===== src/common/gat_pkg.sv =====
`default_nettype none

package gat_pkg;

  // Datapath sizes
  localparam int DATA_WIDTH      = 8;
  localparam int NUM_FEATURE_IN  = 16;
  localparam int NUM_FEATURE_OUT = 4;
  localparam int MAX_NODES       = 8;

  localparam int COL_IDX_WIDTH   = $clog2(NUM_FEATURE_IN);
  localparam int NUM_NODE_WIDTH  = $clog2(MAX_NODES);

  // Wh needs headroom for 16 products of two bytes
  localparam int WH_DATA_WIDTH   = 20;
  localparam int COEF_WIDTH      = 32;

  // W row by row followed by the left and right attention halves
  localparam int A_LEFT_BASE     = NUM_FEATURE_IN * NUM_FEATURE_OUT;
  localparam int A_RIGHT_BASE    = A_LEFT_BASE + NUM_FEATURE_OUT;
  localparam int WEIGHT_DEPTH    = A_RIGHT_BASE + NUM_FEATURE_OUT;
  localparam int WEIGHT_ADDR_W   = $clog2(WEIGHT_DEPTH);

  // Negative slope of 1/8
  localparam int LRELU_SHIFT     = 3;

  // Element 0 sits in the low bits
  typedef logic [NUM_FEATURE_OUT-1:0][WH_DATA_WIDTH-1:0] wh_row_t;
  typedef logic [NUM_FEATURE_OUT-1:0][DATA_WIDTH-1:0]    wgt_row_t;

  typedef enum logic {
    WAIT_WGT = 1'b0,
    RUN      = 1'b1
  } decode_state_e;

endpackage

`default_nettype wire


===== src/spmm/sppe_array.sv =====
`default_nettype none

module sppe_array (
  input  logic                                  clk,
  input  logic                                  rst_n,
  input  logic                                  ent_vld_i,
  input  logic [gat_pkg::COL_IDX_WIDTH-1:0]     ent_col_i,
  input  logic signed [gat_pkg::DATA_WIDTH-1:0] ent_val_i,
  input  logic                                  ent_last_i,
  input  logic                                  ent_first_i,
  input  logic [gat_pkg::NUM_NODE_WIDTH-1:0]    ent_node_i,
  input  gat_pkg::wgt_row_t                     w_row_i,
  output logic [gat_pkg::COL_IDX_WIDTH-1:0]     rd_row_o,
  output logic                                  wh_vld_o,
  output gat_pkg::wh_row_t                      wh_row_o,
  output logic                                  wh_first_o,
  output logic [gat_pkg::NUM_NODE_WIDTH-1:0]    wh_node_o
);

  import gat_pkg::*;

  logic signed [2*DATA_WIDTH-1:0]  prod  [NUM_FEATURE_OUT];
  logic signed [WH_DATA_WIDTH-1:0] sum   [NUM_FEATURE_OUT];
  logic signed [WH_DATA_WIDTH-1:0] acc_q [NUM_FEATURE_OUT];

  // Entry column selects the W row
  assign rd_row_o = ent_col_i;

  always_comb begin
    for (int k = 0; k < NUM_FEATURE_OUT; k++) begin
      prod[k] = ent_val_i * $signed(w_row_i[k]);
      sum[k]  = acc_q[k] + prod[k];
    end
  end

  always_ff @(posedge clk or negedge rst_n) begin
    if (!rst_n) begin
      wh_vld_o <= 1'b0;
      for (int k = 0; k < NUM_FEATURE_OUT; k++) begin
        acc_q[k] <= '0;
      end
    end else begin
      wh_vld_o <= ent_vld_i && ent_last_i;
      if (ent_vld_i) begin
        // Lanes restart on the row's last entry
        for (int k = 0; k < NUM_FEATURE_OUT; k++) begin
          acc_q[k] <= ent_last_i ? '0 : sum[k];
        end
      end
    end
  end

  always_ff @(posedge clk) begin
    if (ent_vld_i && ent_last_i) begin
      for (int k = 0; k < NUM_FEATURE_OUT; k++) begin
        wh_row_o[k] <= sum[k];
      end
      wh_first_o <= ent_first_i;
      wh_node_o  <= ent_node_i;
    end
  end

endmodule

`default_nettype wire


===== config.mk =====
export PLATFORM = sky130hd
export DESIGN_NAME = sppe_array
export DESIGN_NICKNAME = d
export VERILOG_FILES = /design/src/common/gat_pkg.sv /design/src/spmm/sppe_array.sv
export SDC_FILE = /design/constraint.sdc
export NUM_CORES = 1
export LEC_CHECK = 0
export BUFFER_PORTS_ARGS = -buffer_cell sky130_fd_sc_hd__buf_2
export CORE_ASPECT_RATIO = 1.25
export CORE_UTILIZATION = 63
export DETAILED_ROUTE_END_ITERATION = 12
export PLACE_DENSITY = 0.81
export SLEW_MARGIN = 15
export SYNTH_ARGS = -nofsm -noshare
export SYNTH_HDL_FRONTEND = slang
export SYNTH_SLANG_ARGS = --single-unit

===== constraint.sdc =====
create_clock -name clk -period 6.4 [get_ports clk]
set_clock_uncertainty 0.05 [all_clocks]
set_input_delay 0.64 -clock clk [delete_from_list [all_inputs] [get_ports clk]]
set_output_delay 0.64 -clock clk [all_outputs]
set_load 0.02 [all_outputs]

==> impl_results.md <==
* Outcome: complete, no violations
* Post-CTS setup buffers at 0
* Post-synthesis cell area at around 20000 um2
* Worst-Skew Late Latency at ~0.47 ns
* Kind of end point of the critical path: flop
* RSZ-0062 raised after global routing: false
* TritonCTS clock tree: done
* Reg-to-reg startpoint: acc_q[66]
* DP Wirelength at ~35 mm
* Final min period at roughly 5.5 ns
* WL final at 44.7 mm
* Antenna Nets Post-Route at 0
* Final period util at 0.863
* Final setup fails at 0
* Via density at roughly 5.8
* Most frequent cells in the layout: inv_1 (370), fa_1 (352), ha_1 (184)
* Peak Freq at around 180 MHz
* Number of global-route vias before repair at 15400
* Iter 0 DRT Violations at 882
* CTS max path bufs at 2
* FFs w/ async S/R, synth at 0.491
* H-tree depth at 4
* Number of max-cap violations at 0
* Worst-Margin Slew at about 1.1 ns
* Post_cts resized at 0
* Crit start category: input port
* Ys flop type: edfxtp_1
* # DRC at 0
* Post-route cell area at around 22000 um2
* # IOs at approximately 140
* Layout cells sized above 1 at 0.102
* Final setup TNS at 0 ns
* Commonest non-fill, non-tap cell in the layout: inv_1
* Syn Nets at ~2400
* Area occupied by multi-input gates at around 14000 um2
* TritonCTS buffer count at 17
* RR Endpoint: wh_row_o[19]
* Rows at between 70 and 80
* GRT Util Overall at 0.299
* Wire per inst at around 19 um
* Fillers at roughly 2300
* Die X at roughly 160 um
* Post-synthesis to final-layout area growth at 8.55%
* Placed instance area at between 20000 and 25000 um2
* Clock slew at reported path FFs at 0.07 ns
* Min-delay worst type: input port to async pin
* Final number of hold-violating endpoints at 0
* Die area at roughly 32000 um2
* R2r setup slk at about 1.3 ns
* Yosys reg bits at 165
* Core box area at 31100 um2
* Total grt overflow at 0
* First-pass DRT Iterations at 5
* Post-synth cell types at 64
* Via count at between 10000 and 15000
* Sequential area share after synthesis at 0.228
* Nets@finish at 2567
* Worst Path Max Fanout at 21
* Synth Warn # at 0
* Port Buffers at between 100 and 150
* Max-slew headroom at 0.253
* Post-synth EDFFs at 84
* Reg area at between 4000 and 5000 um2
* Largest net degree at the start of global routing at 60
* Slew Viols, Final at 0
* Crit path DAT at slightly below 6 ns
* GPL Wtd Cong at between 0.8 and 0.9
* First-pass GRT wire length at 74.7 mm
* Hold_buf cts at 0
* Initial core utilization at 0.642
* Cell count after synthesis at between 1500 and 2000
* Clk root buf: clkbuf_16
* Vert. Die Dim at approximately 200 um
* Initial antenna violation count at 3
* Clk sinks at between 150 and 200
* Syn Area/Cell at roughly 11 um2
* Worst Reg2Reg Path Length in Cells at 16
* Critical path class: input port to flop
* Critical Path RT at between 6 and 7 ns
[cells by family after synthesis]
group / synth area share
and+or+nand+nor: 0.106
buffers and inverters: 0.0816
AOI/OAI and AO/OA: 0.0832
xor gates and xnor gates: 0.0312
muxes: 0.00100
DFF: 0.228
adders and majority gates: 0.469
[layer usage]
layer | track usage | part of all wire | vias to the layer above
met5 | 0 | 0 | -
met4 | 0.140 | 0.040 | 0
met3 | 0.0434 | 0.046 | 113
met2 | 0.538 | 0.54 | 439
met1 | 0.350 | 0.38 | 7147
li1 | - | - | 6150
[flip-flops by register name (all words and copies together), names as in the netlist]
signal and flops:
acc_q 80, wh_first_o 1, wh_node_o 3, wh_row_o 80, wh_vld_o 1
[synthesized netlist by cell type (3+ instances only)]
library cell	number	area [um2]
a2111o_1	3	33.8
a211o_1	3	26.3
a211oi_1	9	67.6
a21o_1	15	113
a21oi_1	43	215
a22o_1	38	333
a22oi_1	4	30.0
a31o_2	9	78.8
a31oi_1	6	37.5
a32o_1	6	60.1
and2_1	131	820
buf_1	5	18.8
buf_4	4	30.0
clkbuf_1	43	161
clkinv_1	4	15.0
dfrtp_1	81	2030
edfxtp_1	84	2520
fa_1	352	7050
ha_1	184	2300
inv_1	370	1390
nand2_1	120	450
nand2b_1	9	56.3
nand3_1	34	170
nand4_1	4	25.0
nor2_1	70	263
nor2b_1	16	100
nor3_1	12	60.1
o211ai_1	3	22.5
o21a_1	10	75.1
o21ai_0	59	295
o21bai_1	6	45.0
o31a_1	6	52.6
or2_2	3	18.8
or3_1	8	50.1
xnor2_1	48	420
xor2_1	23	201
[worst max-delay path by stage]
stage / start / end / slack, ns / depth (start not counted)
after CTS: ent_val_i[7] / acc_q[19] / 0.94 / 18
final: ent_val_i[7] / acc_q[19] / 0.88 / 18
after floorplan: ent_val_i[7] / wh_row_o[17] / 0.44 / 16
after detailed placement: ent_val_i[7] / wh_row_o[58] / 0.47 / 17
after global routing: ent_val_i[7] / acc_q[19] / 0.60 / 18
after global placement: ent_val_i[4] / wh_row_o[17] / 0.59 / 15
[stage by stage]
stage	worst slack, ns	instances	utilization	hold WS (ns)
2_1_floorplan	0.443	1861	-	0.294
3_5_place_dp	0.473	2367	0.678	0.466
3_3_place_gp	0.591	2367	0.678	0.457
6_report	0.878	2401	0.697	0.0772
4_1_cts	0.943	2398	0.697	0.0810
5_1_grt	0.601	2401	0.697	0.106
[area by class of cell]
cell class / instances / share of cell area
flip-flops and latches: 165 / 0.210
diodes: 3 / 0.000347
repair buffers: 152 / 0.0381
multi-input cells: 1268 / 0.637
clock buffers: 17 / 0.0196
inverters: 375 / 0.0650
clock inverters: 14 / 0.00682
well taps: 407 / 0.0235
[worst max-delay path: stages]
cell	delay [ns]
buf_2	0.36
buf_4	0.28
nand2_1	0.18
fa_1	0.75
inv_1	0.10
fa_1	0.60
inv_1	0.11
fa_1	0.49
inv_1	0.05
fa_1	0.43
ha_1	0.30
ha_1	0.26
a2111o_1	0.44
a21o_1	0.18
a41oi_1	0.21
a21oi_1	0.07
xnor2_1	0.18
a22o_1	0.18
Power is not shown: default switching activity piles up to over one toggle a cycle in this logic, so the estimate is an artifact.
