<file path="config.mk">
export PLATFORM = sky130hd
export DESIGN_NAME = attn_score
export DESIGN_NICKNAME = d
export VERILOG_FILES = /design/src/common/gat_pkg.sv /design/src/dmvm/attn_score.sv
export SDC_FILE = /design/constraint.sdc
export NUM_CORES = 2
export LEC_CHECK = 0
export CAP_MARGIN = 30
export CORE_UTILIZATION = 62
export CTS_BUF_LIST = sky130_fd_sc_hd__clkbuf_8 sky130_fd_sc_hd__clkbuf_16
export DETAILED_ROUTE_END_ITERATION = 8
export DONT_BUFFER_PORTS = 1
export GPL_ROUTABILITY_DRIVEN = 0
export PLACE_DENSITY = 0.89
export SETUP_SLACK_MARGIN = 0.3
export SLEW_MARGIN = 20
export SYNTH_ARGS = -nofsm -noshare
export SYNTH_HDL_FRONTEND = slang
export SYNTH_SLANG_ARGS = --single-unit
</file>
<file path="constraint.sdc">
create_clock -name clk -period 7.85 [get_ports clk]
set_input_delay 1.1775 -clock clk [delete_from_list [all_inputs] [get_ports clk]]
set_output_delay 1.1775 -clock clk [all_outputs]
set_load 0.05 [all_outputs]
</file>
<file path="src/common/gat_pkg.sv">
`default_nettype none

package gat_pkg;

  // Datapath sizes
  localparam int DATA_WIDTH      = 8;
  localparam int NUM_FEATURE_IN  = 16;
  localparam int NUM_FEATURE_OUT = 4;
  localparam int MAX_NODES       = 8;

  localparam int COL_IDX_WIDTH   = $clog2(NUM_FEATURE_IN);
  localparam int NUM_NODE_WIDTH  = $clog2(MAX_NODES);

  // Wh needs headroom for 16 products of two bytes
  localparam int WH_DATA_WIDTH   = 20;
  localparam int COEF_WIDTH      = 32;

  // W row by row followed by the left and right attention halves
  localparam int A_LEFT_BASE     = NUM_FEATURE_IN * NUM_FEATURE_OUT;
  localparam int A_RIGHT_BASE    = A_LEFT_BASE + NUM_FEATURE_OUT;
  localparam int WEIGHT_DEPTH    = A_RIGHT_BASE + NUM_FEATURE_OUT;
  localparam int WEIGHT_ADDR_W   = $clog2(WEIGHT_DEPTH);

  // Negative slope of 1/8
  localparam int LRELU_SHIFT     = 3;

  // Element 0 sits in the low bits
  typedef logic [NUM_FEATURE_OUT-1:0][WH_DATA_WIDTH-1:0] wh_row_t;
  typedef logic [NUM_FEATURE_OUT-1:0][DATA_WIDTH-1:0]    wgt_row_t;

  typedef enum logic {
    WAIT_WGT = 1'b0,
    RUN      = 1'b1
  } decode_state_e;

endpackage

`default_nettype wire

</file>
<file path="src/dmvm/attn_score.sv">
`default_nettype none

module attn_score (
  input  logic                                  clk,
  input  logic                                  rst_n,
  input  logic                                  wh_vld_i,
  input  gat_pkg::wh_row_t                      wh_row_i,
  input  logic                                  wh_first_i,
  input  logic [gat_pkg::NUM_NODE_WIDTH-1:0]    wh_node_i,
  input  gat_pkg::wgt_row_t                     a_left_i,
  input  gat_pkg::wgt_row_t                     a_right_i,
  output logic                                  out_vld_o,
  output logic [gat_pkg::NUM_NODE_WIDTH-1:0]    out_node_o,
  output gat_pkg::wh_row_t                      out_wh_o,
  output logic signed [gat_pkg::COEF_WIDTH-1:0] out_coef_o
);

  import gat_pkg::*;

  logic signed [COEF_WIDTH-1:0] proj_left;
  logic signed [COEF_WIDTH-1:0] proj_right;
  logic signed [COEF_WIDTH-1:0] target_left_q;
  logic signed [COEF_WIDTH-1:0] coef_sum;
  logic signed [COEF_WIDTH-1:0] coef_act;

  function automatic logic signed [COEF_WIDTH-1:0] dot_row(
    input wgt_row_t a,
    input wh_row_t  wh
  );
    logic signed [COEF_WIDTH-1:0] acc;
    acc = '0;
    for (int k = 0; k < NUM_FEATURE_OUT; k++) begin
      acc = acc + $signed(a[k]) * $signed(wh[k]);
    end
    return acc;
  endfunction

  assign proj_left  = dot_row(a_left_i, wh_row_i);
  assign proj_right = dot_row(a_right_i, wh_row_i);

  // Target row scores against itself with the fresh projection
  assign coef_sum = (wh_first_i ? proj_left : target_left_q) + proj_right;

  // Leaky ReLU with a floor shift for negatives
  assign coef_act = coef_sum[COEF_WIDTH-1] ? (coef_sum >>> LRELU_SHIFT) : coef_sum;

  always_ff @(posedge clk or negedge rst_n) begin
    if (!rst_n) begin
      out_vld_o     <= 1'b0;
      target_left_q <= '0;
    end else begin
      out_vld_o <= wh_vld_i;
      if (wh_vld_i && wh_first_i) begin
        target_left_q <= proj_left;
      end
    end
  end

  always_ff @(posedge clk) begin
    if (wh_vld_i) begin
      out_node_o <= wh_node_i;
      out_wh_o   <= wh_row_i;
      out_coef_o <= coef_act;
    end
  end

endmodule

`default_nettype wire

</file>
==> impl_metrics.toml <==
[run_status]
status = "complete, but fails checks"
violations = "negative setup slack"

[timing]
period_share_pct = 186
skew_ns = 0.0187
worst_slew_pin_slew_ns = 0.700
max_freq_ghz = 0.0684
fin_tns_setup_ns = -216.63
timing.hold.ws_ns = 0.316
layout_setup_ws_ns = -6.78
hold_viol_final = 0
rsz0062_at_grt = "yes"
slew_violations = 0
slew_headroom_pct = 53.5
finalSetupViolCount = 36
period_needed_ns = 14.63

[floorplan]
core-area_um2 = 82200
die_h_um = 291
die_w_um = 291
dieArea_um2 = 84500
io_pins = 267
initial_core_util_pct = 62.9
rows = 105

[worst_setup_path]
cp_max_fo = 17
criticalPathCategory = "in -> reg"
r2r_start = "target_left_q[5]$_DFFE_PN0P_"
cp.required_ns = 8.14
worstPathArrival_ns = 14.92
cpMostUsedCell = "fa_1"
worst_r2r_endpoint = "out_coef_o[14]$_DFFE_PP_"
worst_setup_path_end_kind = "flop"
startpoint_type = "primary input"
reg2regPathDepth = 28
r2r_setup_slack_ns = -0.30
critical-path-max-stage-delay_ns = 0.63
crit_path_top_delay_cell = "fa_2"

[clock_tree]
cts_max_level = 4
cts_buffers = 17
cts_tree = "yes"
clk_pin_slew_ns = 0.09
root_buffer = "clkbuf_16"
postCtsHoldBufs = 0
cts.sinks = 147
cts.path.max_buffers = 2
clock_latency_ns = 0.54

[synthesis]
synth.most_common_cell = "inv_1"
ys_ff_latch = 147
netlist_area_um2 = 51700
post_synth_main_area_contributors = "fa_1, inv_1, edfxtp_1"
ys.flop_type = "edfxtp_1"
synth_edf_count = 115
synth_cell_types = 52
syn_inst = 5284
yosys_warnings = 0
synth_nets = 7112
syn_area_per_cell_um2 = 9.78
synth_commonest_cells = "inv_1, fa_1, nand2_1"
yosysTopAreaCell = "fa_1"
async_reset_ff_share_pct = 21.8
synth_top_area_share_pct = 55.0
seq_area_frac_synth_pct = 8.23

[hold_path]
hold_path.class = "in -> async"

[cells_and_area]
drive_gt1_share_pct = 9.39
area_growth_syn_to_layout_pct = 7.97
layout.nets = 7180
instances_no_fill = 6436

[place]
hpwlAfterDp_mm = 122
place_inst = 6375
port_buffers = 0
place_worst_setup_slack_ns = -7.01

[route]
vias_per_cell = 6.01
drt-initial-drc-count = 4526
wl_per_cell_um = 24.8
drtPass1Iterations = 8
ant_nets = 0
drt-total-wl_mm = 160
drc = 0
via_count = 38700

[global_routing]
grt_max_degree = 119
antenna_found_initial = 4
grt_pass1_wl_mm = 246
first_global_vias = 44200
track_usage_pct = 39.4
grt_remaining_overflow = 0

[job]
cap_violations = 0
[state kept, by name (all words and copies together), names as in the netlist]
register	flops
out_wh_o	80
out_coef_o	32
target_left_q	31
out_node_o	3
out_vld_o	1
[worst max path at each step]
stage | from | depth (start not counted) | to
2_1_floorplan | a_left_i[14] | 48 | out_coef_o[26]$_DFFE_PP_
3_3_place_gp | wh_row_i[26] | 46 | out_coef_o[1]$_DFFE_PP_
3_5_place_dp | a_left_i[7] | 50 | out_coef_o[3]$_DFFE_PP_
4_1_cts | a_left_i[29] | 52 | out_coef_o[18]$_DFFE_PP_
5_1_grt | wh_row_i[44] | 50 | out_coef_o[14]$_DFFE_PP_
6_report | wh_row_i[47] | 51 | out_coef_o[14]$_DFFE_PP_
[routing by layer]
| metal | global-route usage (%) | share of wire, % | vias up |
|---|---|---|---|
| met2 | 61.2 | 47 | 3115 |
| met3 | 12.1 | 12 | 1165 |
| met5 | 0.0567 | 0.019 | - |
| li1 | - | - | 15100 |
| met4 | 37.7 | 12 | 2 |
| met1 | 43.0 | 29 | 19300 |
[metrics by stage]
| stage | util [%] | cell area, um2 |
|---|---|---|
| final | 67.9 | 55800 |
| after global routing | 67.9 | 55800 |
| after detailed placement | 66.1 | 54300 |
| after floorplan | - | 52200 |
| after CTS | 67.5 | 55500 |
| after global placement | 66.1 | 54300 |
[layout by cell type, fill, tap and decap left out, drive strengths merged, types with 5 or more instances in the layout]
cell type / netlist / layout
nand3: 12 / 12
and2: 383 / 383
nand2: 772 / 772
inv: 1513 / 1523
a31oi: 6 / 6
nand2b: 124 / 124
clkbuf: 221 / 17
dfrtp: 32 / 32
a211oi: 5 / 5
ha: 257 / 257
or2: 5 / 5
nand4: 8 / 8
xnor2: 56 / 56
fa: 1420 / 1420
edfxtp: 115 / 115
o21a: 5 / 5
buf: 4 / 274
nor2b: 31 / 31
o21ai: 42 / 42
nor3: 8 / 8
xor2: 14 / 14
nor2: 49 / 49
a21oi: 52 / 52
mux2: 59 / 59
o21bai: 8 / 8
mux2i: 17 / 17
a41oi: 5 / 5
a21o: 19 / 19
[cell families (layout without fill, tap and decap cells)]
group	after synthesis	after routing	share of synthesized area [%]
buf+inv	1738	1819	12.6
simple gates	1410	1410	13.1
mux	76	76	1.61
flops	147	147	8.23
fa+ha+maj	1677	1677	61.2
xor+xnor	70	70	1.19
other cells	0	1	0
compound gates	166	166	2.06
[cell type report]
class / instances / area, um2
Clock inverter: 15 / 148
Antenna cell: 1 / 2.50
Fill cell: 5335 / 26400
Multi-Input combinational cell: 3399 / 41700
Clock buffer: 17 / 425
Inverter: 1513 / 5680
Timing Repair Buffer: 274 / 2230
Tap cell: 1070 / 1340
Sequential cell: 147 / 4250
[worst max-delay path, delay by kind of cell]
| kind | cells | cell delay (ns) |
|---|---|---|
| multiplexers | 2 | 0.46 |
| buffers and inverters | 16 | 1.37 |
| AO/OA/AOI/OAI | 9 | 2.10 |
| AND/OR/NAND/NOR | 5 | 0.94 |
| XOR/XNOR | 1 | 0.15 |
| adder cells (fa/ha/maj) | 18 | 8.70 |
[what timing repair did]
item,CTS,global route
cloned,3,0
gates resized for setup,104,47
pin swaps,69,56
buffers inserted,15,10
endpoints found under the setup margin,36,42
Power is not shown: default switching activity piles up to over one toggle a cycle in this logic, so the estimate is an artifact.
