===== src/common/gat_pkg.sv =====
`default_nettype none

package gat_pkg;

  // Datapath sizes
  localparam int DATA_WIDTH      = 8;
  localparam int NUM_FEATURE_IN  = 16;
  localparam int NUM_FEATURE_OUT = 4;
  localparam int MAX_NODES       = 8;

  localparam int COL_IDX_WIDTH   = $clog2(NUM_FEATURE_IN);
  localparam int NUM_NODE_WIDTH  = $clog2(MAX_NODES);

  // Wh needs headroom for 16 products of two bytes
  localparam int WH_DATA_WIDTH   = 20;
  localparam int COEF_WIDTH      = 32;

  // W row by row followed by the left and right attention halves
  localparam int A_LEFT_BASE     = NUM_FEATURE_IN * NUM_FEATURE_OUT;
  localparam int A_RIGHT_BASE    = A_LEFT_BASE + NUM_FEATURE_OUT;
  localparam int WEIGHT_DEPTH    = A_RIGHT_BASE + NUM_FEATURE_OUT;
  localparam int WEIGHT_ADDR_W   = $clog2(WEIGHT_DEPTH);

  // Negative slope of 1/8
  localparam int LRELU_SHIFT     = 3;

  // Element 0 sits in the low bits
  typedef logic [NUM_FEATURE_OUT-1:0][WH_DATA_WIDTH-1:0] wh_row_t;
  typedef logic [NUM_FEATURE_OUT-1:0][DATA_WIDTH-1:0]    wgt_row_t;

  typedef enum logic {
    WAIT_WGT = 1'b0,
    RUN      = 1'b1
  } decode_state_e;

endpackage

`default_nettype wire


===== src/spmm/spmm_decode.sv =====
`default_nettype none

module spmm_decode (
  input  logic                               clk,
  input  logic                               rst_n,
  input  logic                               wgt_load_done_i,
  input  logic                               h_vld_i,
  input  logic                               h_sub_first_i,
  input  logic                               h_row_last_i,
  input  logic [gat_pkg::COL_IDX_WIDTH-1:0]  h_col_i,
  input  logic signed [gat_pkg::DATA_WIDTH-1:0] h_val_i,
  output logic                               ent_vld_o,
  output logic [gat_pkg::COL_IDX_WIDTH-1:0]  ent_col_o,
  output logic signed [gat_pkg::DATA_WIDTH-1:0] ent_val_o,
  output logic                               ent_last_o,
  output logic                               ent_first_o,
  output logic [gat_pkg::NUM_NODE_WIDTH-1:0] ent_node_o
);

  import gat_pkg::*;

  decode_state_e             state_q;
  logic                      accept;
  logic                      row_start_q;
  logic                      first_hold_q;
  logic                      cur_first;
  logic [NUM_NODE_WIDTH-1:0] node_cnt_q;
  logic [NUM_NODE_WIDTH-1:0] cur_node;

  assign accept = (state_q == RUN) && h_vld_i;

  // Subgraph flag is taken from the row's opening entry only
  assign cur_first = row_start_q ? h_sub_first_i : first_hold_q;
  assign cur_node  = (row_start_q && h_sub_first_i) ? '0 : node_cnt_q;

  always_ff @(posedge clk or negedge rst_n) begin
    if (!rst_n) begin
      state_q <= WAIT_WGT;
    end else begin
      case (state_q)
        WAIT_WGT: begin
          if (wgt_load_done_i) begin
            state_q <= RUN;
          end
        end
        RUN:     state_q <= RUN;
        default: state_q <= WAIT_WGT;
      endcase
    end
  end

  // Row and node boundaries
  always_ff @(posedge clk or negedge rst_n) begin
    if (!rst_n) begin
      row_start_q  <= 1'b1;
      first_hold_q <= 1'b0;
      node_cnt_q   <= '0;
      ent_vld_o    <= 1'b0;
    end else begin
      ent_vld_o <= accept;
      if (accept) begin
        row_start_q  <= h_row_last_i;
        first_hold_q <= cur_first;
        node_cnt_q   <= h_row_last_i ? cur_node + 1'b1 : cur_node;
      end
    end
  end

  always_ff @(posedge clk) begin
    if (accept) begin
      ent_col_o   <= h_col_i;
      ent_val_o   <= h_val_i;
      ent_last_o  <= h_row_last_i;
      ent_first_o <= cur_first;
      ent_node_o  <= cur_node;
    end
  end

endmodule

`default_nettype wire


===== config.mk =====
export PLATFORM = sky130hd
export DESIGN_NAME = spmm_decode
export DESIGN_NICKNAME = d
export VERILOG_FILES = /design/src/common/gat_pkg.sv /design/src/spmm/spmm_decode.sv
export SDC_FILE = /design/constraint.sdc
export NUM_CORES = 1
export LEC_CHECK = 0
export ABC_AREA = 1
export BUFFER_PORTS_ARGS = -buffer_cell sky130_fd_sc_hd__buf_4
export CAP_MARGIN = 0
export CORE_MARGIN = 1.5
export CORE_UTILIZATION = 25
export CTS_CLUSTER_DIAMETER = 40
export CTS_CLUSTER_SIZE = 14
export DETAILED_ROUTE_END_ITERATION = 10
export HOLD_SLACK_MARGIN = 0.05
export PLACE_DENSITY_LB_ADDON = 0.2
export SLEW_MARGIN = 15
export SYNTH_ARGS = -nofsm -noshare
export SYNTH_HDL_FRONTEND = slang
export SYNTH_SLANG_ARGS = --single-unit

===== constraint.sdc =====
create_clock -name clk -period 2.38 [get_ports clk]
set_input_delay 0.119 -clock clk [delete_from_list [all_inputs] [get_ports clk]]
set_output_delay 0.119 -clock clk [all_outputs]
set_load 0.01 [all_outputs]

==> results of run 1 <==
cell usage after synthesis:
| cell type | n |
|---|---|
| o211ai_1 | 1 |
| or2_1 | 1 |
| nor2_1 | 5 |
| ha_1 | 1 |
| clkinv_4 | 1 |
| nand2_1 | 11 |
| edfxtp_1 | 17 |
| nand2_2 | 2 |
| o21ai_1 | 3 |
| inv_2 | 1 |
| dfstp_2 | 1 |
| nand3_1 | 1 |
| inv_1 | 5 |
| clkinv_1 | 2 |
| nand2_4 | 1 |
| nand3_2 | 2 |
| dfrtp_1 | 6 |
power groups by stage:
stage	registers, mW	logic (mW)	clock network (mW)
6_report	0.512	0.152	0.293
5_1_grt	0.517	0.169	0.317
4_1_cts	0.513	0.155	0.301
3_5_place_dp	0.522	0.134	0
3_3_place_gp	0.522	0.134	0
2_1_floorplan	0.532	0.0539	0
registers in the layout, indices dropped and copies added (netlist names):
name	cells
ent_first_o	1
ent_col_o	4
ent_last_o	1
ent_vld_o	1
state_q	1
ent_val_o	8
row_start_q	1
first_hold_q	1
ent_node_o	3
node_cnt_q	3
timing repair:
| item | CTS | global route |
|---|---|---|
| endpoints found under the setup margin | 0 | 0 |
| hold buffers | 15 | 0 |
| hold endpoints to repair | 21 | 0 |
layout by cell type (no fill, tap or decap):
cell	instances
or2_1	1
buf_4	35
inv_1	5
nand2_1	11
clkbuf_4	3
nand2_2	2
nand2_4	1
nor2_1	5
dlygate4sd3_1	15
inv_2	1
dfrtp_1	6
edfxtp_1	17
dfstp_2	1
clkinv_4	1
nand3_2	2
bufinv_16	1
clkinv_1	2
o211ai_1	1
o21ai_1	3
ha_1	1
nand3_1	1
metal layers:
layer,wire length [um],up-vias,part of all wire [%],global-route usage [%]
met5,0,-,0,0
met4,13,0,0.82,4.17
met3,114,2,7.2,3.26
met2,688,28,43,13.7
met1,769,277,48,10.2
li1,-,313,-,-
worst max-delay path, stage by stage, from the launching register on:
cell and delay [ps]:
dfstp_2 400, nand2_2 70, inv_2 60, nor2_1 170
ha_1 210, inv_1 40, nor2_1 120, nand3_2 60
nand2_1 60, inv_1 30
kinds of logic (layout without fill, tap and decap cells):
group	count (synthesis)	count (layout)	synth area share [%]
flops	24	24	78.4
simple gates	23	23	13.1
buf+inv	9	63	4.43
compound gates	4	4	2.57
fa+ha+maj	1	1	1.43
final cells by class:
type                    instances  area share (%)
clock buffers                   3            1.61
clock inverters                 1            2.15
inverters                       9            2.77
multi-input cells              28            10.7
flip-flops and latches         24            49.1
well taps                      46            4.11
repair buffers                 50            29.5
how the worst min path moves through the flow:
| stage | end | slack, ps | from |
|---|---|---|---|
| 5_1_grt | row_start_q$_DFFE_PN1P_ | 90 | h_vld_i |
| 3_5_place_dp | node_cnt_q[1]$_DFFE_PN0P_ | -60 | rst_n |
| 4_1_cts | row_start_q$_DFFE_PN1P_ | 90 | h_vld_i |
| 2_1_floorplan | ent_vld_o$_DFF_PN0_ | -180 | rst_n |
| 3_3_place_gp | node_cnt_q[0]$_DFFE_PN0P_ | -60 | rst_n |
| 6_report | row_start_q$_DFFE_PN1P_ | 100 | h_vld_i |
==> results.sh, run 1 <==
export IMPL_period_minus_slack_ps=1310
export IMPL_final_setup_worst_slack_ps=1070
export IMPL_hold_viol_final=0
export IMPL_synth_top_area_share_pct=58.3
export IMPL_drt_pass1_iterations=2
export IMPL_peakVddDrop_mv=0.282
export IMPL_grt_max_degree=22
export IMPL_viasPerCell=3.85
export IMPL_dp_hpwl_um=1150
export IMPL_multiInputGateArea_um2=150
export IMPL_synthToLayoutAreaGrowth_pct=59.7
export IMPL_io_pins=36
export IMPL_rr_worst_depth=9
export IMPL_relSlewSlack_pct=87.2
export IMPL_drt_total_wl_um=1590
export IMPL_fmax_ghz=0.763
export IMPL_grt_usage_pct=8.61
export IMPL_drc_errors=0
export IMPL_rsz0062_at_grt="no"
export IMPL_nets=135
export IMPL_finish_utilization_pct=41.9
export IMPL_syn_avg_cell_area_um2=14.4
export IMPL_worstSetupStartpoint="row_start_q$_DFFE_PN1P_"
export IMPL_instances_no_fill=161
export IMPL_max_slew_worst_pin_slew_ps=191
export IMPL_p_leak_nw=0.618
export IMPL_power_density_nw_per_um2=685
export IMPL_grt_pass1_vias=586
export IMPL_critPathLaunchType="flop"
export IMPL_grt_pass1_wl_um=2550
export IMPL_hold_class="in -> reg"
export IMPL_cts_resized=0
export IMPL_overflow=0
export IMPL_dpl_cell_area_um2=1200
export IMPL_gp_congestion=0.740
export IMPL_status="finished clean"
export IMPL_netlist_instances=61
export IMPL_diodes=0
export IMPL_cts_made_buffers=3
export IMPL_cts_tree="done"
export IMPL_maxCapViolCount=0
export IMPL_die_h_um=62.2
export IMPL_clk_pin_slew_worst_paths_ps=120
export IMPL_crit_end="node_cnt_q[2]$_DFFE_PN0P_"
export IMPL_fin_tns_setup_ps=0
export IMPL_finalCritPeriodShare_pct=55.1
export IMPL_antenna_found_initial=0
export IMPL_cp_max_fo=4
export IMPL_root_buffer="clkbuf_4"
export IMPL_drtIter0Drc=6
export IMPL_ff2ff_setup_slack_ps=1070
export IMPL_seqPwrFrac_pct=53.5
export IMPL_synthesis_area_um2=876
export IMPL_final_antenna_net_count=0
export IMPL_power_internal_mw=0.748
export IMPL_clock_power_share_pct=30.6
export IMPL_cp_end_kind="flop"
export IMPL_yosys_warnings=0
export IMPL_timing_hold_ws_ps=96.4
export IMPL_insertion_delay_ps=320
export IMPL_place_inst=142
export IMPL_coreArea_um2=3340
export IMPL_finalMaxSlewViolations=0
export IMPL_ys_types=17
export IMPL_portBuffers=35
export IMPL_p_switching_mw=0.210
export IMPL_cts_setup_buffers=0
export IMPL_num_rows=21
export IMPL_h_tree_depth=1
export IMPL_power_total_mw=0.958
export IMPL_clock_sinks=24
export IMPL_design_area_um2=1400
export IMPL_yosysSeqAreaShare_pct=78.4
export IMPL_synthTopCellsByArea="edfxtp_1 58%, dfrtp_1 17%, nand2_1 4.7%"
export IMPL_critPathKind="reg -> reg"
export IMPL_layout_drive_gt1_share_pct=40.9
export IMPL_r2r_start="row_start_q$_DFFE_PN1P_"
export IMPL_clk_path_buf_depth=2
export IMPL_worstPathRequired_ps=2600
export IMPL_initial_core_util_pct=26.2
export IMPL_p_comb_share_pct=15.9
export IMPL_worstPathArrival_ps=1530
export IMPL_netlist_top_cell_by_area="edfxtp_1"
export IMPL_synth_fp_nets=80
export IMPL_die_area_um2=3870
export IMPL_ys_ff_latch=24
export IMPL_switching_share_pct=21.9
export IMPL_regArea_um2=687
export IMPL_die_x_um=62.2
export IMPL_fin_skew_ps=14.5
export IMPL_vias=620
export IMPL_holdPathStages=3
export IMPL_timing_rr_end="node_cnt_q[2]$_DFFE_PN0P_"
export IMPL_timing_final_setup_violations=0
export IMPL_drt_wirelength_per_cell_um=9.85
export IMPL_fillCellCount=310
export IMPL_dp_worst_setup_slack_ps=1060
(Power assumes the default switching activity.)
==> run 2: changes to the inputs <==
--- a/config.mk
+++ b/config.mk
@@ -5,7 +5,7 @@
 export SDC_FILE = /design/constraint.sdc
 export NUM_CORES = 1
 export LEC_CHECK = 0
-export ABC_AREA = 1
+export ABC_AREA = 0
 export BUFFER_PORTS_ARGS = -buffer_cell sky130_fd_sc_hd__buf_4
 export CAP_MARGIN = 0
 export CORE_MARGIN = 1.5
==> constraint.sdc (replaced) <==
create_clock -name clk -period 1.11 [get_ports clk]
set_input_delay 0.0555 -clock clk [delete_from_list [all_inputs] [get_ports clk]]
set_output_delay 0.0555 -clock clk [all_outputs]
set_load 0.01 [all_outputs]
==> run 2 against run 1 <==
Net effect: the flow now finishes with violations (setup timing); core utilization is 7.7 points higher; clock power is 110% higher; area after synthesis down 3.6%; global-route usage up 1.3 points; critical path type unchanged; critical endpoint unchanged; highest routed layer unchanged.
==> results.sh, run 2 <==
export IMPL_status="finished with violations"
export IMPL_violations="setup timing"
export IMPL_cts_tree="done"
export IMPL_place_inst=131
export IMPL_num_rows=20
export IMPL_max_slew_worst_pin_slew_ps=125
export IMPL_netlist_top_cell_by_area="edfxtp_1"
export IMPL_drt_total_wl_um=1740
export IMPL_power_internal_mw=1.76
export IMPL_synth_fp_nets=67
export IMPL_peakVddDrop_mv=0.574
export IMPL_ys_types=20
export IMPL_insertion_delay_ps=310
export IMPL_critPathLaunchType="flop"
export IMPL_synthToLayoutAreaGrowth_pct=83.9
export IMPL_syn_avg_cell_area_um2=17.6
export IMPL_cp_end_kind="flop"
export IMPL_netlist_instances=48
export IMPL_nets=138
export IMPL_synth_top_area_share_pct=60.4
export IMPL_initial_core_util_pct=27.0
export IMPL_overflow=0
export IMPL_final_antenna_net_count=0
export IMPL_crit_path_frequent_cell="and2_4"
export IMPL_relSlewSlack_pct=91.4
export IMPL_yosys_warnings=0
export IMPL_root_buffer="clkbuf_4"
export IMPL_die_area_um2=3740
export IMPL_ys_ff_latch=24
export IMPL_synth_top_family_by_area="simple AND/OR/NAND/NOR gates"
export IMPL_finalMaxSlewViolations=0
export IMPL_async_flop_share_pct=29.2
export IMPL_timing_final_setup_violations=8
export IMPL_synth_flop_cell="edfxtp_1"
export IMPL_worstPathArrival_ps=1560
export IMPL_die_x_um=61.1
export IMPL_grt_usage_pct=9.91
export IMPL_h_tree_depth=1
export IMPL_coreArea_um2=3130
export IMPL_cts_made_buffers=3
export IMPL_reg_top3="ent_val_o x8, ent_col_o x4"
export IMPL_final_cell_mix="45 x buf_4, 17 x edfxtp_1, 16 x dlygate4sd3_1"
export IMPL_grt_pass1_vias=652
export IMPL_drtIter0Drc=11
export IMPL_yosys_area_share_simple_pct=7.26
export IMPL_vias=653
export IMPL_largest_reg_flops=8
export IMPL_fin_tns_setup_ps=-703
export IMPL_p_comb_share_pct=22.6
export IMPL_top_register="ent_val_o"
export IMPL_viasPerCell=4.03
export IMPL_yosys_top_cells_count="17 x edfxtp_1, 6 x dfrtp_1, 4 x and2_1"
export IMPL_synth_edf_count=17
export IMPL_yosysMostFrequentCell="edfxtp_1"
export IMPL_p_leak_nw=0.678
export IMPL_die_h_um=61.1
export IMPL_clk_pin_slew_worst_paths_ps=130
export IMPL_finalCritPeriodShare_pct=122
export IMPL_fmax_ghz=0.741
export IMPL_grt_pass1_wl_um=2650
export IMPL_period_minus_slack_ps=1350
export IMPL_power_total_mw=2.24
export IMPL_cp_top_family="flip-flops"
export IMPL_synthesis_area_um2=845
export IMPL_cp_max_fo=3
export IMPL_seqPwrFrac_pct=49.3
export IMPL_layout_drive_gt1_share_pct=56.8
export IMPL_instances_no_fill=162
export IMPL_crit_chain="nand2_2, and2_4, ha_4, and2_4, mux2i_1, a21oi_1"
export IMPL_drt_wirelength_per_cell_um=10.7
export IMPL_clock_power_share_pct=28.1
export IMPL_drc_errors=0
export IMPL_portBuffers=35
export IMPL_diodes=0
export IMPL_synth_compound_area_share_pct=6.22
export IMPL_hold_class="in -> async"
export IMPL_antenna_found_initial=0
export IMPL_synthTopCellsByArea="edfxtp_1 60%, dfrtp_1 18%, dfstp_2 3.1%"
export IMPL_fin_skew_ps=3.80
export IMPL_final_common_cell="buf_4"
export IMPL_switching_share_pct=21.5
export IMPL_crit_buf_inv=0
export IMPL_hold_viol_final=0
export IMPL_clk_path_buf_depth=2
export IMPL_synthAdderAreaFrac_pct=1.48
export IMPL_yosysSeqAreaShare_pct=81.3
export IMPL_critPathMaxStageDelay_ps=560
export IMPL_crit_path_top_delay_cell="dfstp_2"
export IMPL_io_pins=36
export IMPL_synth_area_mux_share_pct=2.52
export IMPL_power_density_nw_per_um2=1440
export IMPL_final_setup_worst_slack_ps=-240
export IMPL_critPathKind="reg -> reg"
export IMPL_gp_congestion=0.688
export IMPL_clock_sinks=24
export IMPL_p_switching_mw=0.481
export IMPL_worstPathRequired_ps=1320
export IMPL_dp_hpwl_um=1140
export IMPL_maxCapViolCount=0
export IMPL_rsz0062_at_grt="yes"
export IMPL_synth_xor_area_share_pct=0
export IMPL_grt_max_degree=15
export IMPL_drt_pass1_iterations=3
[run 2: cell count changes after synthesis, sizes merged, moves of 2 or more]
| cell | change |
|---|---|
| nand2 | -11 |
| nor2 | -5 |
| and2 | +4 |
| inv | -4 |
| clkinv | -3 |
| a21oi | +2 |
[run 2: cell families (layout without fill, tap and decap cells)]
kind of cell	count (synthesis)	after routing
buf+inv	2	72
flops	24	24
mux	2	2
compound gates	8	8
simple gates	11	11
fa+ha+maj	1	1
[run 2: final timing paths]
kind,startpoint,end,slack [ps],depth (start not counted)
setup / recovery,row_start_q$_DFFE_PN1P_,node_cnt_q[2]$_DFFE_PN0P_,-240,6
hold / removal,rst_n,node_cnt_q[0]$_DFFE_PN0P_,70,2
setup reg to reg,row_start_q$_DFFE_PN1P_,node_cnt_q[2]$_DFFE_PN0P_,-240,6
hold reg to reg,node_cnt_q[1]$_DFFE_PN0P_,node_cnt_q[1]$_DFFE_PN0P_,510,1
max in group asynchronous,rst_n,row_start_q$_DFFE_PN1P_,840,2
min in group clk,h_sub_first_i,node_cnt_q[0]$_DFFE_PN0P_,110,4
[run 2: power groups by stage]
stage | Combinational, mW | Sequential (mW) | Clock (mW)
after floorplan | 0.141 | 1.15 | 0
after global placement | 0.354 | 1.13 | 0
after global routing | 0.555 | 1.12 | 0.680
after detailed placement | 0.360 | 1.13 | 0
after CTS | 0.455 | 1.11 | 0.644
final | 0.507 | 1.10 | 0.629
[run 2: through the flow]
step / utilization (%) / hold slack, ps / worst slack (ps) / area [um2]
2_1_floorplan: - / -240 / -243 / 867
3_3_place_gp: 39.2 / -123 / -183 / 1230
3_5_place_dp: 39.2 / -125 / -231 / 1230
4_1_cts: 47.5 / 57.6 / -246 / 1490
5_1_grt: 49.6 / 62.6 / -337 / 1550
6_report: 49.6 / 67.8 / -240 / 1550
[run 2: final cells by class]
class / count / area [um2]
fill: 279 / 1580
sequential: 24 / 687
timing repair buffer: 65 / 552
multi-input combinational: 22 / 189
tap: 44 / 55.1
clock inverter: 1 / 30.0
clock buffer: 3 / 22.5
inverter: 2 / 12.5
timing repair inverter: 1 / 5.00
[run 2: repair_timing]
item	in CTS	in global routing
setup endpoints to repair	4	19
gates resized for setup	3	9
hold endpoints to repair	25	0
hold buffers	16	0
gates cloned	0	1
setup buffers	6	6
pin swaps	4	2
[run 2: layer usage]
layer  up-vias  track usage [%]  share of wire, %  routed length (um)
met5         -                0                 0                   0
met1       308             9.80                42                 726
met2        26             18.4                51                 882
li1        317                -                 -                   -
met3         2             2.73               6.5                 112
met4         0             5.59              0.81                  14
