===== src/common/gat_pkg.sv =====
`default_nettype none

package gat_pkg;

  // Datapath sizes
  localparam int DATA_WIDTH      = 8;
  localparam int NUM_FEATURE_IN  = 16;
  localparam int NUM_FEATURE_OUT = 4;
  localparam int MAX_NODES       = 8;

  localparam int COL_IDX_WIDTH   = $clog2(NUM_FEATURE_IN);
  localparam int NUM_NODE_WIDTH  = $clog2(MAX_NODES);

  // Wh needs headroom for 16 products of two bytes
  localparam int WH_DATA_WIDTH   = 20;
  localparam int COEF_WIDTH      = 32;

  // W row by row followed by the left and right attention halves
  localparam int A_LEFT_BASE     = NUM_FEATURE_IN * NUM_FEATURE_OUT;
  localparam int A_RIGHT_BASE    = A_LEFT_BASE + NUM_FEATURE_OUT;
  localparam int WEIGHT_DEPTH    = A_RIGHT_BASE + NUM_FEATURE_OUT;
  localparam int WEIGHT_ADDR_W   = $clog2(WEIGHT_DEPTH);

  // Negative slope of 1/8
  localparam int LRELU_SHIFT     = 3;

  // Element 0 sits in the low bits
  typedef logic [NUM_FEATURE_OUT-1:0][WH_DATA_WIDTH-1:0] wh_row_t;
  typedef logic [NUM_FEATURE_OUT-1:0][DATA_WIDTH-1:0]    wgt_row_t;

  typedef enum logic {
    WAIT_WGT = 1'b0,
    RUN      = 1'b1
  } decode_state_e;

endpackage

`default_nettype wire


===== src/logic/weight_bank.sv =====
`default_nettype none

module weight_bank (
  input  logic                              clk,
  input  logic                              rst_n,
  input  logic                              wgt_we_i,
  input  logic [gat_pkg::WEIGHT_ADDR_W-1:0] wgt_addr_i,
  input  logic [gat_pkg::DATA_WIDTH-1:0]    wgt_din_i,
  input  logic [gat_pkg::COL_IDX_WIDTH-1:0] rd_row_i,
  output gat_pkg::wgt_row_t                 w_row_o,
  output gat_pkg::wgt_row_t                 a_left_o,
  output gat_pkg::wgt_row_t                 a_right_o
);

  import gat_pkg::*;

  logic [DATA_WIDTH-1:0]    mem_q [WEIGHT_DEPTH];
  logic [WEIGHT_ADDR_W-1:0] row_base;

  // Start of the W row selected by the entry column
  assign row_base = WEIGHT_ADDR_W'(rd_row_i) * WEIGHT_ADDR_W'(NUM_FEATURE_OUT);

  always_ff @(posedge clk or negedge rst_n) begin
    if (!rst_n) begin
      for (int i = 0; i < WEIGHT_DEPTH; i++) begin
        mem_q[i] <= '0;
      end
    end else if (wgt_we_i && (wgt_addr_i < WEIGHT_ADDR_W'(WEIGHT_DEPTH))) begin
      mem_q[wgt_addr_i] <= wgt_din_i;
    end
  end

  genvar k;
  generate
    for (k = 0; k < NUM_FEATURE_OUT; k++) begin : g_rd
      assign w_row_o[k]   = mem_q[row_base + k];
      assign a_left_o[k]  = mem_q[A_LEFT_BASE + k];
      assign a_right_o[k] = mem_q[A_RIGHT_BASE + k];
    end
  endgenerate

endmodule

`default_nettype wire


===== config.mk =====
export PLATFORM = sky130hd
export DESIGN_NAME = weight_bank
export DESIGN_NICKNAME = d
export VERILOG_FILES = /design/src/common/gat_pkg.sv /design/src/logic/weight_bank.sv
export SDC_FILE = /design/constraint.sdc
export NUM_CORES = 1
export LEC_CHECK = 0
export ABC_CLOCK_PERIOD_IN_PS = 1600
export CAP_MARGIN = 20
export CORE_MARGIN = 5
export CORE_UTILIZATION = 48
export CTS_CLUSTER_DIAMETER = 80
export DETAILED_ROUTE_END_ITERATION = 10
export DONT_BUFFER_PORTS = 1
export SLEW_MARGIN = 10
export SYNTH_ARGS = -nofsm -noshare
export SYNTH_HDL_FRONTEND = slang
export SYNTH_SLANG_ARGS = --single-unit

===== constraint.sdc =====
create_clock -name clk -period 1.6 [get_ports clk]
set_input_delay 0 -clock clk [delete_from_list [all_inputs] [get_ports clk]]
set_output_delay 0 -clock clk [all_outputs]
set_load 0.03 [all_outputs]

==> metrics.yaml, run 1 <==
cts_sinks: 576
critical_path_class: "primary input to flop"
grtUsageMet2_pct: 34.4
fin_ws_ns: -0.561
timing.critical_path.mode_cell: "dlygate4sd3_1"
cts_tree: "yes"
layout.nets: 1698
max_cap_violations: 0
die_w_um: 243
numPortBuffers: 0
syn-num-nets: 1698
diodes: 0
clk_latency_ns: 0.61
syn-cell-area_mm2: 0.0262
slew_viol_final: 222
crit_path_start_kind: "primary input"
violations: "negative hold slack, max-slew violations, negative setup slack"
yosysUniqueCellTypes: 28
die_height_um: 243
grt-busiest-layer: "met2"
post-place-ws_ns: -0.0128
max_stage_delay_ns: 0.77
clockPowerShare_pct: 41.9
cts_buffer_depth: 3
endpoint_kind: "flop"
coreArea_mm2: 0.0539
wirelength_mm: 62.9
timing.final.hold_violations: 576
cts_buffers: 60
first_global_vias: 15300
intPower_mw: 26.1
antenna_left: 0
synth_seq_area_share_pct: 55.1
switching_share_pct: 23.4
cp.arrival_ns: 2.67
use_met3_pct: 3.26
die-area_mm2: 0.0593
gp_congestion: 0.730
h-tree-depth: 2
max_slew_margin_pct: -13.8
status: "finished with violations"
crit_path_max_fanout: 8
post_drt_wl_per_cell_um: 26.0
p_sw_mw: 7.98
fin_util_pct: 55.2
post-place-cells: 2272
worstPathCellList: "dlygate4sd3_1 -> nor4bb_2 -> buf_4 -> nand2_2 -> mux2_2 -> dlygate4sd3_1"
syn_avg_cell_area_um2: 15.6
grt_pass1_wl_mm: 98.5
vdd_ir_drop_max_mv: 0.898
post_dp_cell_area_mm2: 0.0269
p_leak_nw: 14.2
required_ns: 2.11
ios: 118
area_growth_pct: 13.9
dp_hpwl_mm: 35.7
drt-vias-per-instance: 5.87
grtUsageTotal_pct: 21.5
fin_cells: 2419
tightest_slew_ns: 1.71
gr-usage-met1_pct: 31.1
root_buffer: "clkbuf_16"
yosys_warnings: 0
clock_skew_ns: 0
syn_inst: 1676
clk_pin_slew_worst_paths_ns: 0.06
layout-drive-gt1-share_pct: 59.4
path_buf_inv: 3
combPwrFrac_pct: 9.4
core.rowCount: 85
drtPass1Iterations: 4
cp_slowest_cell: "dlygate4sd3_1"
hold_ws_ns: -0.930
ff2ff_setup_slack_ns: 0.10
setup_viol: 95
vias: 14200
share_seq_of_total_power_pct: 48.7
drt_iter0_drc: 846
drc_errors: 0
ys_ff_latch: 576
min_path_type: "primary input to async pin"
grt_max_degree: 577
final.min_clock_period_ns: 2.16
cp_top_family: "buffers and inverters"
rsz0062_at_grt: "true"
antenna_found_initial: 0
max_freq_mhz: 463
start_util_pct: 48.5
gr-total-overflow: 0
fin_crit_sh_pct: 135
powerDensity_mw_per_mm2: 1150
final_area_mm2: 0.0298
## power by group through the flow
| stage | sequential (mW) | combinational (mW) | clock, mW |
|---|---|---|---|
| 4_1_cts | 16.6 | 3.19 | 14.7 |
| 3_5_place_dp | 16.9 | 2.65 | 0 |
| 3_3_place_gp | 16.8 | 2.58 | 0 |
| 5_1_grt | 16.8 | 3.42 | 15.3 |
| 2_1_floorplan | 16.4 | 2.86 | 0 |
| 6_report | 16.6 | 3.19 | 14.3 |
## synth_stat cells
cell type	count	area [um2]
nor2b_1	9	56.3
mux4_2	128	2880
a22oi_1	64	480
or4_1	1	7.51
dfrtp_1	576	14400
nor2_4	1	11.3
buf_6	3	33.8
and2_1	1	6.26
nand2_1	68	255
and4bb_2	1	12.5
clkbuf_1	86	323
nor2_2	1	6.26
nand4_1	1	6.26
buf_2	36	180
inv_1	1	3.75
mux2_2	576	6490
buf_1	9	33.8
nand2b_1	1	6.26
nor3_2	1	10.0
and4b_1	3	30.0
nor4bb_1	5	50.1
nor4_4	5	106
nor4b_4	2	47.6
nand2_2	22	138
buf_4	68	510
nor2_1	1	3.75
nand4b_1	1	8.76
nor4b_1	5	43.8
## layout by cell type (no fill, tap or decap), types with 4 or more instances in the layout
master         Yosys  routed
a22oi_1           64      25
a22oi_2            0      39
buf_12             0       5
buf_16             0       8
buf_4             68      74
buf_6              3      30
bufinv_16          0       6
clkbuf_1          86      19
clkbuf_16          0      60
clkbuf_8           0      14
clkinv_2           0       6
dfrtp_1          576     576
dlygate4sd3_1      0      17
mux2_2           576     576
mux4_2           128     128
nand2_1           68      43
nand2_2           22      47
nor2b_1            9       6
nor4_4             5       5
nor4b_2            0       4
nor4bb_2           0       4
## final timing paths
kind | start | to | cells past startpoint
max | wgt_addr_i[2] | a_left_o[20] | 6
min | rst_n | a_left_o[17] | 0
max reg2reg | a_left_o[28] | a_left_o[28] | 2
min reg2reg | mem_q[483] | mem_q[483] | 1
max in group asynchronous | rst_n | mem_q[385] | 0
min in group clk | wgt_addr_i[6] | a_left_o[3] | 4
## area by class of cell
cell class                      count  area (um2)
Clock buffer                       93        1770
Clock inverter                     16         267
Fill cell                        4246       24100
Inverter                            1        3.75
Multi-Input combinational cell    897       11000
Sequential cell                   576       14400
Tap cell                          696         871
Timing Repair Buffer              140        1450
## cells by family (layout without fill, tap and decap cells)
logic type	Yosys count	count (layout)	share of synthesized area [%]
muxes	704	704	35.8
DFF	576	576	55.1
buffers and inverters	203	250	4.15
and+or+nand+nor	129	129	3.08
AOI/OAI and AO/OA	64	64	1.84
## state kept, by name, summed over array words and instances (netlist names)
name	count
a_right_o	32
a_left_o	32
mem_q	512
## layer usage
| metal | vias up | routed length [um] |
|---|---|---|
| met2 | 210 | 30800 |
| li1 | 6128 | - |
| met4 | 0 | 1430 |
| met1 | 7784 | 28600 |
| met5 | - | 0 |
| met3 | 81 | 2030 |
## stage by stage
| stage | total power, mW | setup TNS (ns) |
|---|---|---|
| floorplan | 19.2 | 0 |
| global placement | 19.4 | -0.199 |
| detailed placement | 19.5 | -0.0181 |
| CTS | 34.5 | -17.06 |
| global route | 35.4 | -24.22 |
| finish | 34.1 | -21.61 |
## repair_timing
action                                  CTS  global route
pin swaps                                52            13
resized for setup                        80            27
hold buffers                             30             1
setup endpoints to repair                32            90
cloned                                    0             0
endpoints found under the hold margin  1152           637
setup buffers                             3             4
## worst reg2reg max path, delay by kind of cell, from the launching register on
| family | cells | cell delay, ns |
|---|---|---|
| multiplexers | 1 | 0.32 |
| flip-flops | 1 | 0.50 |
| buffers and inverters | 1 | 0.56 |
Note: power is estimated with default switching activity, not from simulation.
==> inputs of run 2 (changes only) <==
--- a/config.mk
+++ b/config.mk
@@ -13,4 +13,5 @@
 export DETAILED_ROUTE_END_ITERATION = 10
 export DONT_BUFFER_PORTS = 1
+export PLACE_DENSITY = 0.65
 export SLEW_MARGIN = 10
 export SYNTH_ARGS = -nofsm -noshare
==> constraint.sdc (replaced) <==
create_clock -name clk -period 1.6 [get_ports clk]
set_input_delay 0.08 -clock clk [delete_from_list [all_inputs] [get_ports clk]]
set_output_delay 0.08 -clock clk [all_outputs]
set_load 0.03 [all_outputs]
==> run 2 against run 1 <==
  * The run still ends with negative hold slack, max-slew violations, negative setup slack left
  * Utilization is 0.22 points higher
  * Critical path depth is 2 lower
  * Total power is 0.75% higher
  * Sequential power hardly changed
  * Clock power hardly changed
  * Clock-buffer cell count is 7 higher
  * Critical path type is now flop to output pin
==> metrics.yaml, run 2 (synthesis gave the netlist of run 1 again) <==
status: "finished with violations"
violations: "negative hold slack, max-slew violations, negative setup slack"
gr-total-overflow: 0
max_slew_margin_pct: -36.8
cts_tree: "yes"
clk_latency_ns: 0.58
most-common-layout-cells: "mux2_2 (576), dfrtp_1 (576), mux4_2 (128)"
cts_sinks: 576
final_area_mm2: 0.0299
die_w_um: 243
post-place-ws_ns: -0.115
gp_congestion: 0.737
first_global_vias: 15500
grt_pass1_wl_mm: 97.1
antenna_found_initial: 0
clk_pin_slew_worst_paths_ns: 0.06
clockPowerShare_pct: 42.3
clock_skew_ns: 0
vdd_ir_drop_max_mv: 0.844
vias: 14300
area_growth_pct: 14.4
cts_buffer_depth: 3
intPower_mw: 26.3
die_height_um: 243
min_path_type: "primary input to async pin"
grt_max_degree: 577
critical_path_class: "flop to output pin"
powerDensity_mw_per_mm2: 1150
hold_ws_ns: -0.819
wirelength_mm: 62.1
p_sw_mw: 8.03
post_dp_cell_area_mm2: 0.0270
largest_reg_flops: 512
combPwrFrac_pct: 9.3
cp.arrival_ns: 2.05
required_ns: 1.52
endpoint_kind: "output pin"
tightest_slew_ns: 2.05
rsz0062_at_grt: "true"
drc_errors: 0
start_util_pct: 48.5
setup_viol: 32
max_cap_violations: 0
cts_buffers: 66
share_seq_of_total_power_pct: 48.4
crit_path_start_kind: "flop"
grtUsageTotal_pct: 21.2
core.rowCount: 85
coreArea_mm2: 0.0539
worst-r2r-cell-count: 2
diodes: 0
root_buffer: "clkbuf_16"
slew_viol_final: 315
drt_iter0_drc: 993
drtPass1Iterations: 5
max_freq_mhz: 469
p_total_mw: 34.4
n_fill_cell: 4250
fin_ws_ns: -0.532
ios: 118
ctsHoldBuffers: 28
post_drt_wl_per_cell_um: 25.7
switching_share_pct: 23.4
h-tree-depth: 3
numPortBuffers: 0
antenna_left: 0
timing.final.hold_violations: 583
crit_path_max_fanout: 2
layout.nets: 1703
largest_register: "mem_q"
die-area_mm2: 0.0593
drt-vias-per-instance: 5.91
layout-drive-gt1-share_pct: 59.8
dp_hpwl_mm: 35.8
p_leak_nw: 14.2
final.min_clock_period_ns: 2.13
fin_crit_sh_pct: 133
## run 2: final cells by class
cell class | instances | area, um2 | area share, %
Clock buffer | 100 | 1990 | 6.66
Clock inverter | 10 | 95.1 | 0.318
Inverter | 1 | 3.75 | 0.0126
Multi-Input combinational cell | 897 | 11000 | 36.9
Sequential cell | 576 | 14400 | 48.2
Tap cell | 696 | 871 | 2.91
Timing Repair Buffer | 139 | 1490 | 4.98
## run 2: critical path: stages (launching register included)
cell,delay [ns]
dfrtp_1,0.37
mux4_2,0.49
a22oi_2,0.31
nand2_1,0.14
buf_6,0.16
## run 2: path summary, 6_finish.rpt
kind	slack [ns]	startpoint	end
max	-0.53	mem_q[192]	w_row_o[24]
min	-0.82	rst_n	a_left_o[18]
max reg2reg	0.09	a_left_o[13]	a_left_o[13]
min reg2reg	0.50	mem_q[497]	mem_q[497]
max in group asynchronous	0.76	rst_n	mem_q[566]
min in group clk	-0.03	wgt_din_i[3]	a_right_o[3]
## run 2: power groups by stage
| stage | clock network, mW | registers [mW] | logic, mW |
|---|---|---|---|
| 6_report | 14.5 | 16.6 | 3.21 |
| 5_1_grt | 15.5 | 16.8 | 3.42 |
| 4_1_cts | 14.9 | 16.6 | 3.21 |
| 3_5_place_dp | 0 | 16.9 | 2.66 |
| 2_1_floorplan | 0 | 16.4 | 2.86 |
| 3_3_place_gp | 0 | 16.8 | 2.59 |
## run 2: what timing repair did
item / CTS / global route
endpoints found under the setup margin: 32 / 72
buffers inserted: 1 / 0
gates resized for setup: 87 / 21
hold endpoints to repair: 1152 / 576
pin swaps: 41 / 8
## run 2: layer usage
metal  wire, um  track usage (%)
met5          0                0
met4       1550             6.49
met3       2040             3.10
met2      30800             34.3
met1      27700             30.0
## run 2: stage by stage
step | instances | setup TNS [ns] | utilization, %
6_report | 2419 | -13.93 | 55.5
5_1_grt | 2419 | -16.02 | 55.5
4_1_cts | 2419 | -16.71 | 55.4
3_5_place_dp | 2282 | -3.40 | 50.1
3_3_place_gp | 2282 | -1.25 | 50.1
2_1_floorplan | 1676 | -0.139 | -
==> inputs of run 3 (changes only) <==
--- a/config.mk
+++ b/config.mk
@@ -10,5 +10,4 @@
 export CORE_MARGIN = 5
 export CORE_UTILIZATION = 48
-export CTS_CLUSTER_DIAMETER = 80
 export DETAILED_ROUTE_END_ITERATION = 10
 export DONT_BUFFER_PORTS = 1
==> constraint.sdc (replaced) <==
create_clock -name clk -period 1.6 [get_ports clk]
set_input_delay 0.24 -clock clk [delete_from_list [all_inputs] [get_ports clk]]
set_output_delay 0.24 -clock clk [all_outputs]
set_load 0.03 [all_outputs]
==> run 3 against run 2 <==
  * The flow still finishes with violations (negative hold slack, max-slew violations, negative setup slack)
  * Clock skew unchanged
  * Combinational power down 6.2%
  * First-iteration DRC count down 16%
  * Via count down 1.8%
==> metrics.yaml, run 3 (synthesis gave the netlist of run 1 again) <==
n_fill_cell: 4182
hold_ws_ns: -0.690
min_path_type: "primary input to async pin"
p_leak_nw: 14.0
diodes: 0
area_growth_pct: 13.9
drt_iter0_drc: 838
timing.final.hold_violations: 576
max_cap_violations: 0
drc_errors: 0
critPathLaunch: "mem_q[448]"
coreArea_mm2: 0.0539
slew_viol_final: 451
crit_path_max_fanout: 2
max_freq_mhz: 444
first_global_vias: 15000
h-tree-depth: 2
endpoint_kind: "output pin"
tightest_slew_ns: 2.56
final_area_mm2: 0.0298
layout.nets: 1650
setup_viol: 32
cts_sinks: 576
cp.arrival_ns: 2.01
drtPass1Iterations: 4
vdd_ir_drop_max_mv: 0.792
fin_crit_sh_pct: 141
numPortBuffers: 0
vias: 14100
dp_hpwl_mm: 36.3
cts_buffers: 60
post_dp_cell_area_mm2: 0.0273
ctsHoldBuffers: 9
crit_path_start_kind: "flop"
critical_path_class: "flop to output pin"
clk_pin_slew_worst_paths_ns: 0.06
required_ns: 1.36
worstReg2RegStart: "a_right_o[24]"
post_drt_wl_per_cell_um: 25.8
grt_max_degree: 577
clock_skew_ns: 0
max_slew_margin_pct: -70.8
start_util_pct: 48.5
ios: 118
final.min_clock_period_ns: 2.25
die-area_mm2: 0.0593
wirelength_mm: 61.3
largest_reg_flops: 512
grt_pass1_wl_mm: 95.9
clk_latency_ns: 0.62
gr-total-overflow: 0
grtUsageTotal_pct: 20.9
antenna_found_initial: 0
fin_ws_ns: -0.650
layout-drive-gt1-share_pct: 62.0
p_total_mw: 34.3
antenna_left: 0
powerDensity_mw_per_mm2: 1150
violations: "negative hold slack, max-slew violations, negative setup slack"
largest_register: "mem_q"
drt-vias-per-instance: 5.92
setup_tns_ns: -17.19
rsz0062_at_grt: "true"
die_height_um: 243
cts_buffer_depth: 3
gp_congestion: 0.762
fin_util_pct: 55.2
most-common-layout-cells: "mux2_2 (576), dfrtp_1 (576), mux4_2 (128)"
cts_tree: "yes"
status: "finished with violations"
core.rowCount: 85
die_w_um: 243
root_buffer: "clkbuf_16"
run 3: where the power goes:
part	switching [mW]	internal [mW]	total, mW
Sequential	0.870	15.8	16.6
Clock	5.87	8.79	14.7
Combinational	1.31	1.70	3.01
Total	8.05	26.3	34.3
run 3: metal layers:
| layer | vias to the layer above | GRT usage, % | part of all wire (%) |
|---|---|---|---|
| met5 | - | 0 | 0 |
| met4 | 0 | 5.71 | 2.1 |
| met3 | 77 | 3.06 | 3.5 |
| met2 | 209 | 33.3 | 48 |
| met1 | 7735 | 30.4 | 46 |
| li1 | 6030 | - | - |
run 3: layout make-up:
class,instances,area (um2),share of cell area (%)
clock buffers,91,1860,6.24
clock inverters,20,248,0.832
inverters,1,3.75,0.0126
multi-input cells,897,11300,37.9
flip-flops and latches,576,14400,48.4
well taps,696,871,2.92
repair buffers,92,1100,3.71
run 3: worst max-delay path: stages, from the launching register on:
cell and delay (ns):
dfrtp_1 0.37, mux4_2 0.47, a22oi_2 0.36, nand2_4 0.18
run 3: repair_timing:
action | in CTS | in global routing
setup buffers | 1 | 0
pin swaps | 13 | 2
gates resized for setup | 35 | 1
endpoints found under the setup margin | 32 | 32
hold endpoints to repair | 1152 | 576
run 3: worst paths after layout:
kind	slack [ns]	cells past startpoint	to
setup / recovery	-0.65	3	w_row_o[24]
hold / removal	-0.69	0	a_left_o[10]
setup reg to reg	0.65	1	a_right_o[24]
hold reg to reg	0.50	1	mem_q[203]
max in group asynchronous	0.25	0	mem_q[241]
min in group clk	0.05	3	mem_q[99]
run 3: metrics by stage:
stage,instances,worst slack (ns),hold WS (ns)
3_5_place_dp,2252,-0.201,-0.0389
2_1_floorplan,1676,-0.0301,-0.0556
6_report,2373,-0.650,-0.690
5_1_grt,2373,-0.704,-0.715
4_1_cts,2373,-0.683,-0.720
3_3_place_gp,2252,-0.247,-0.0414
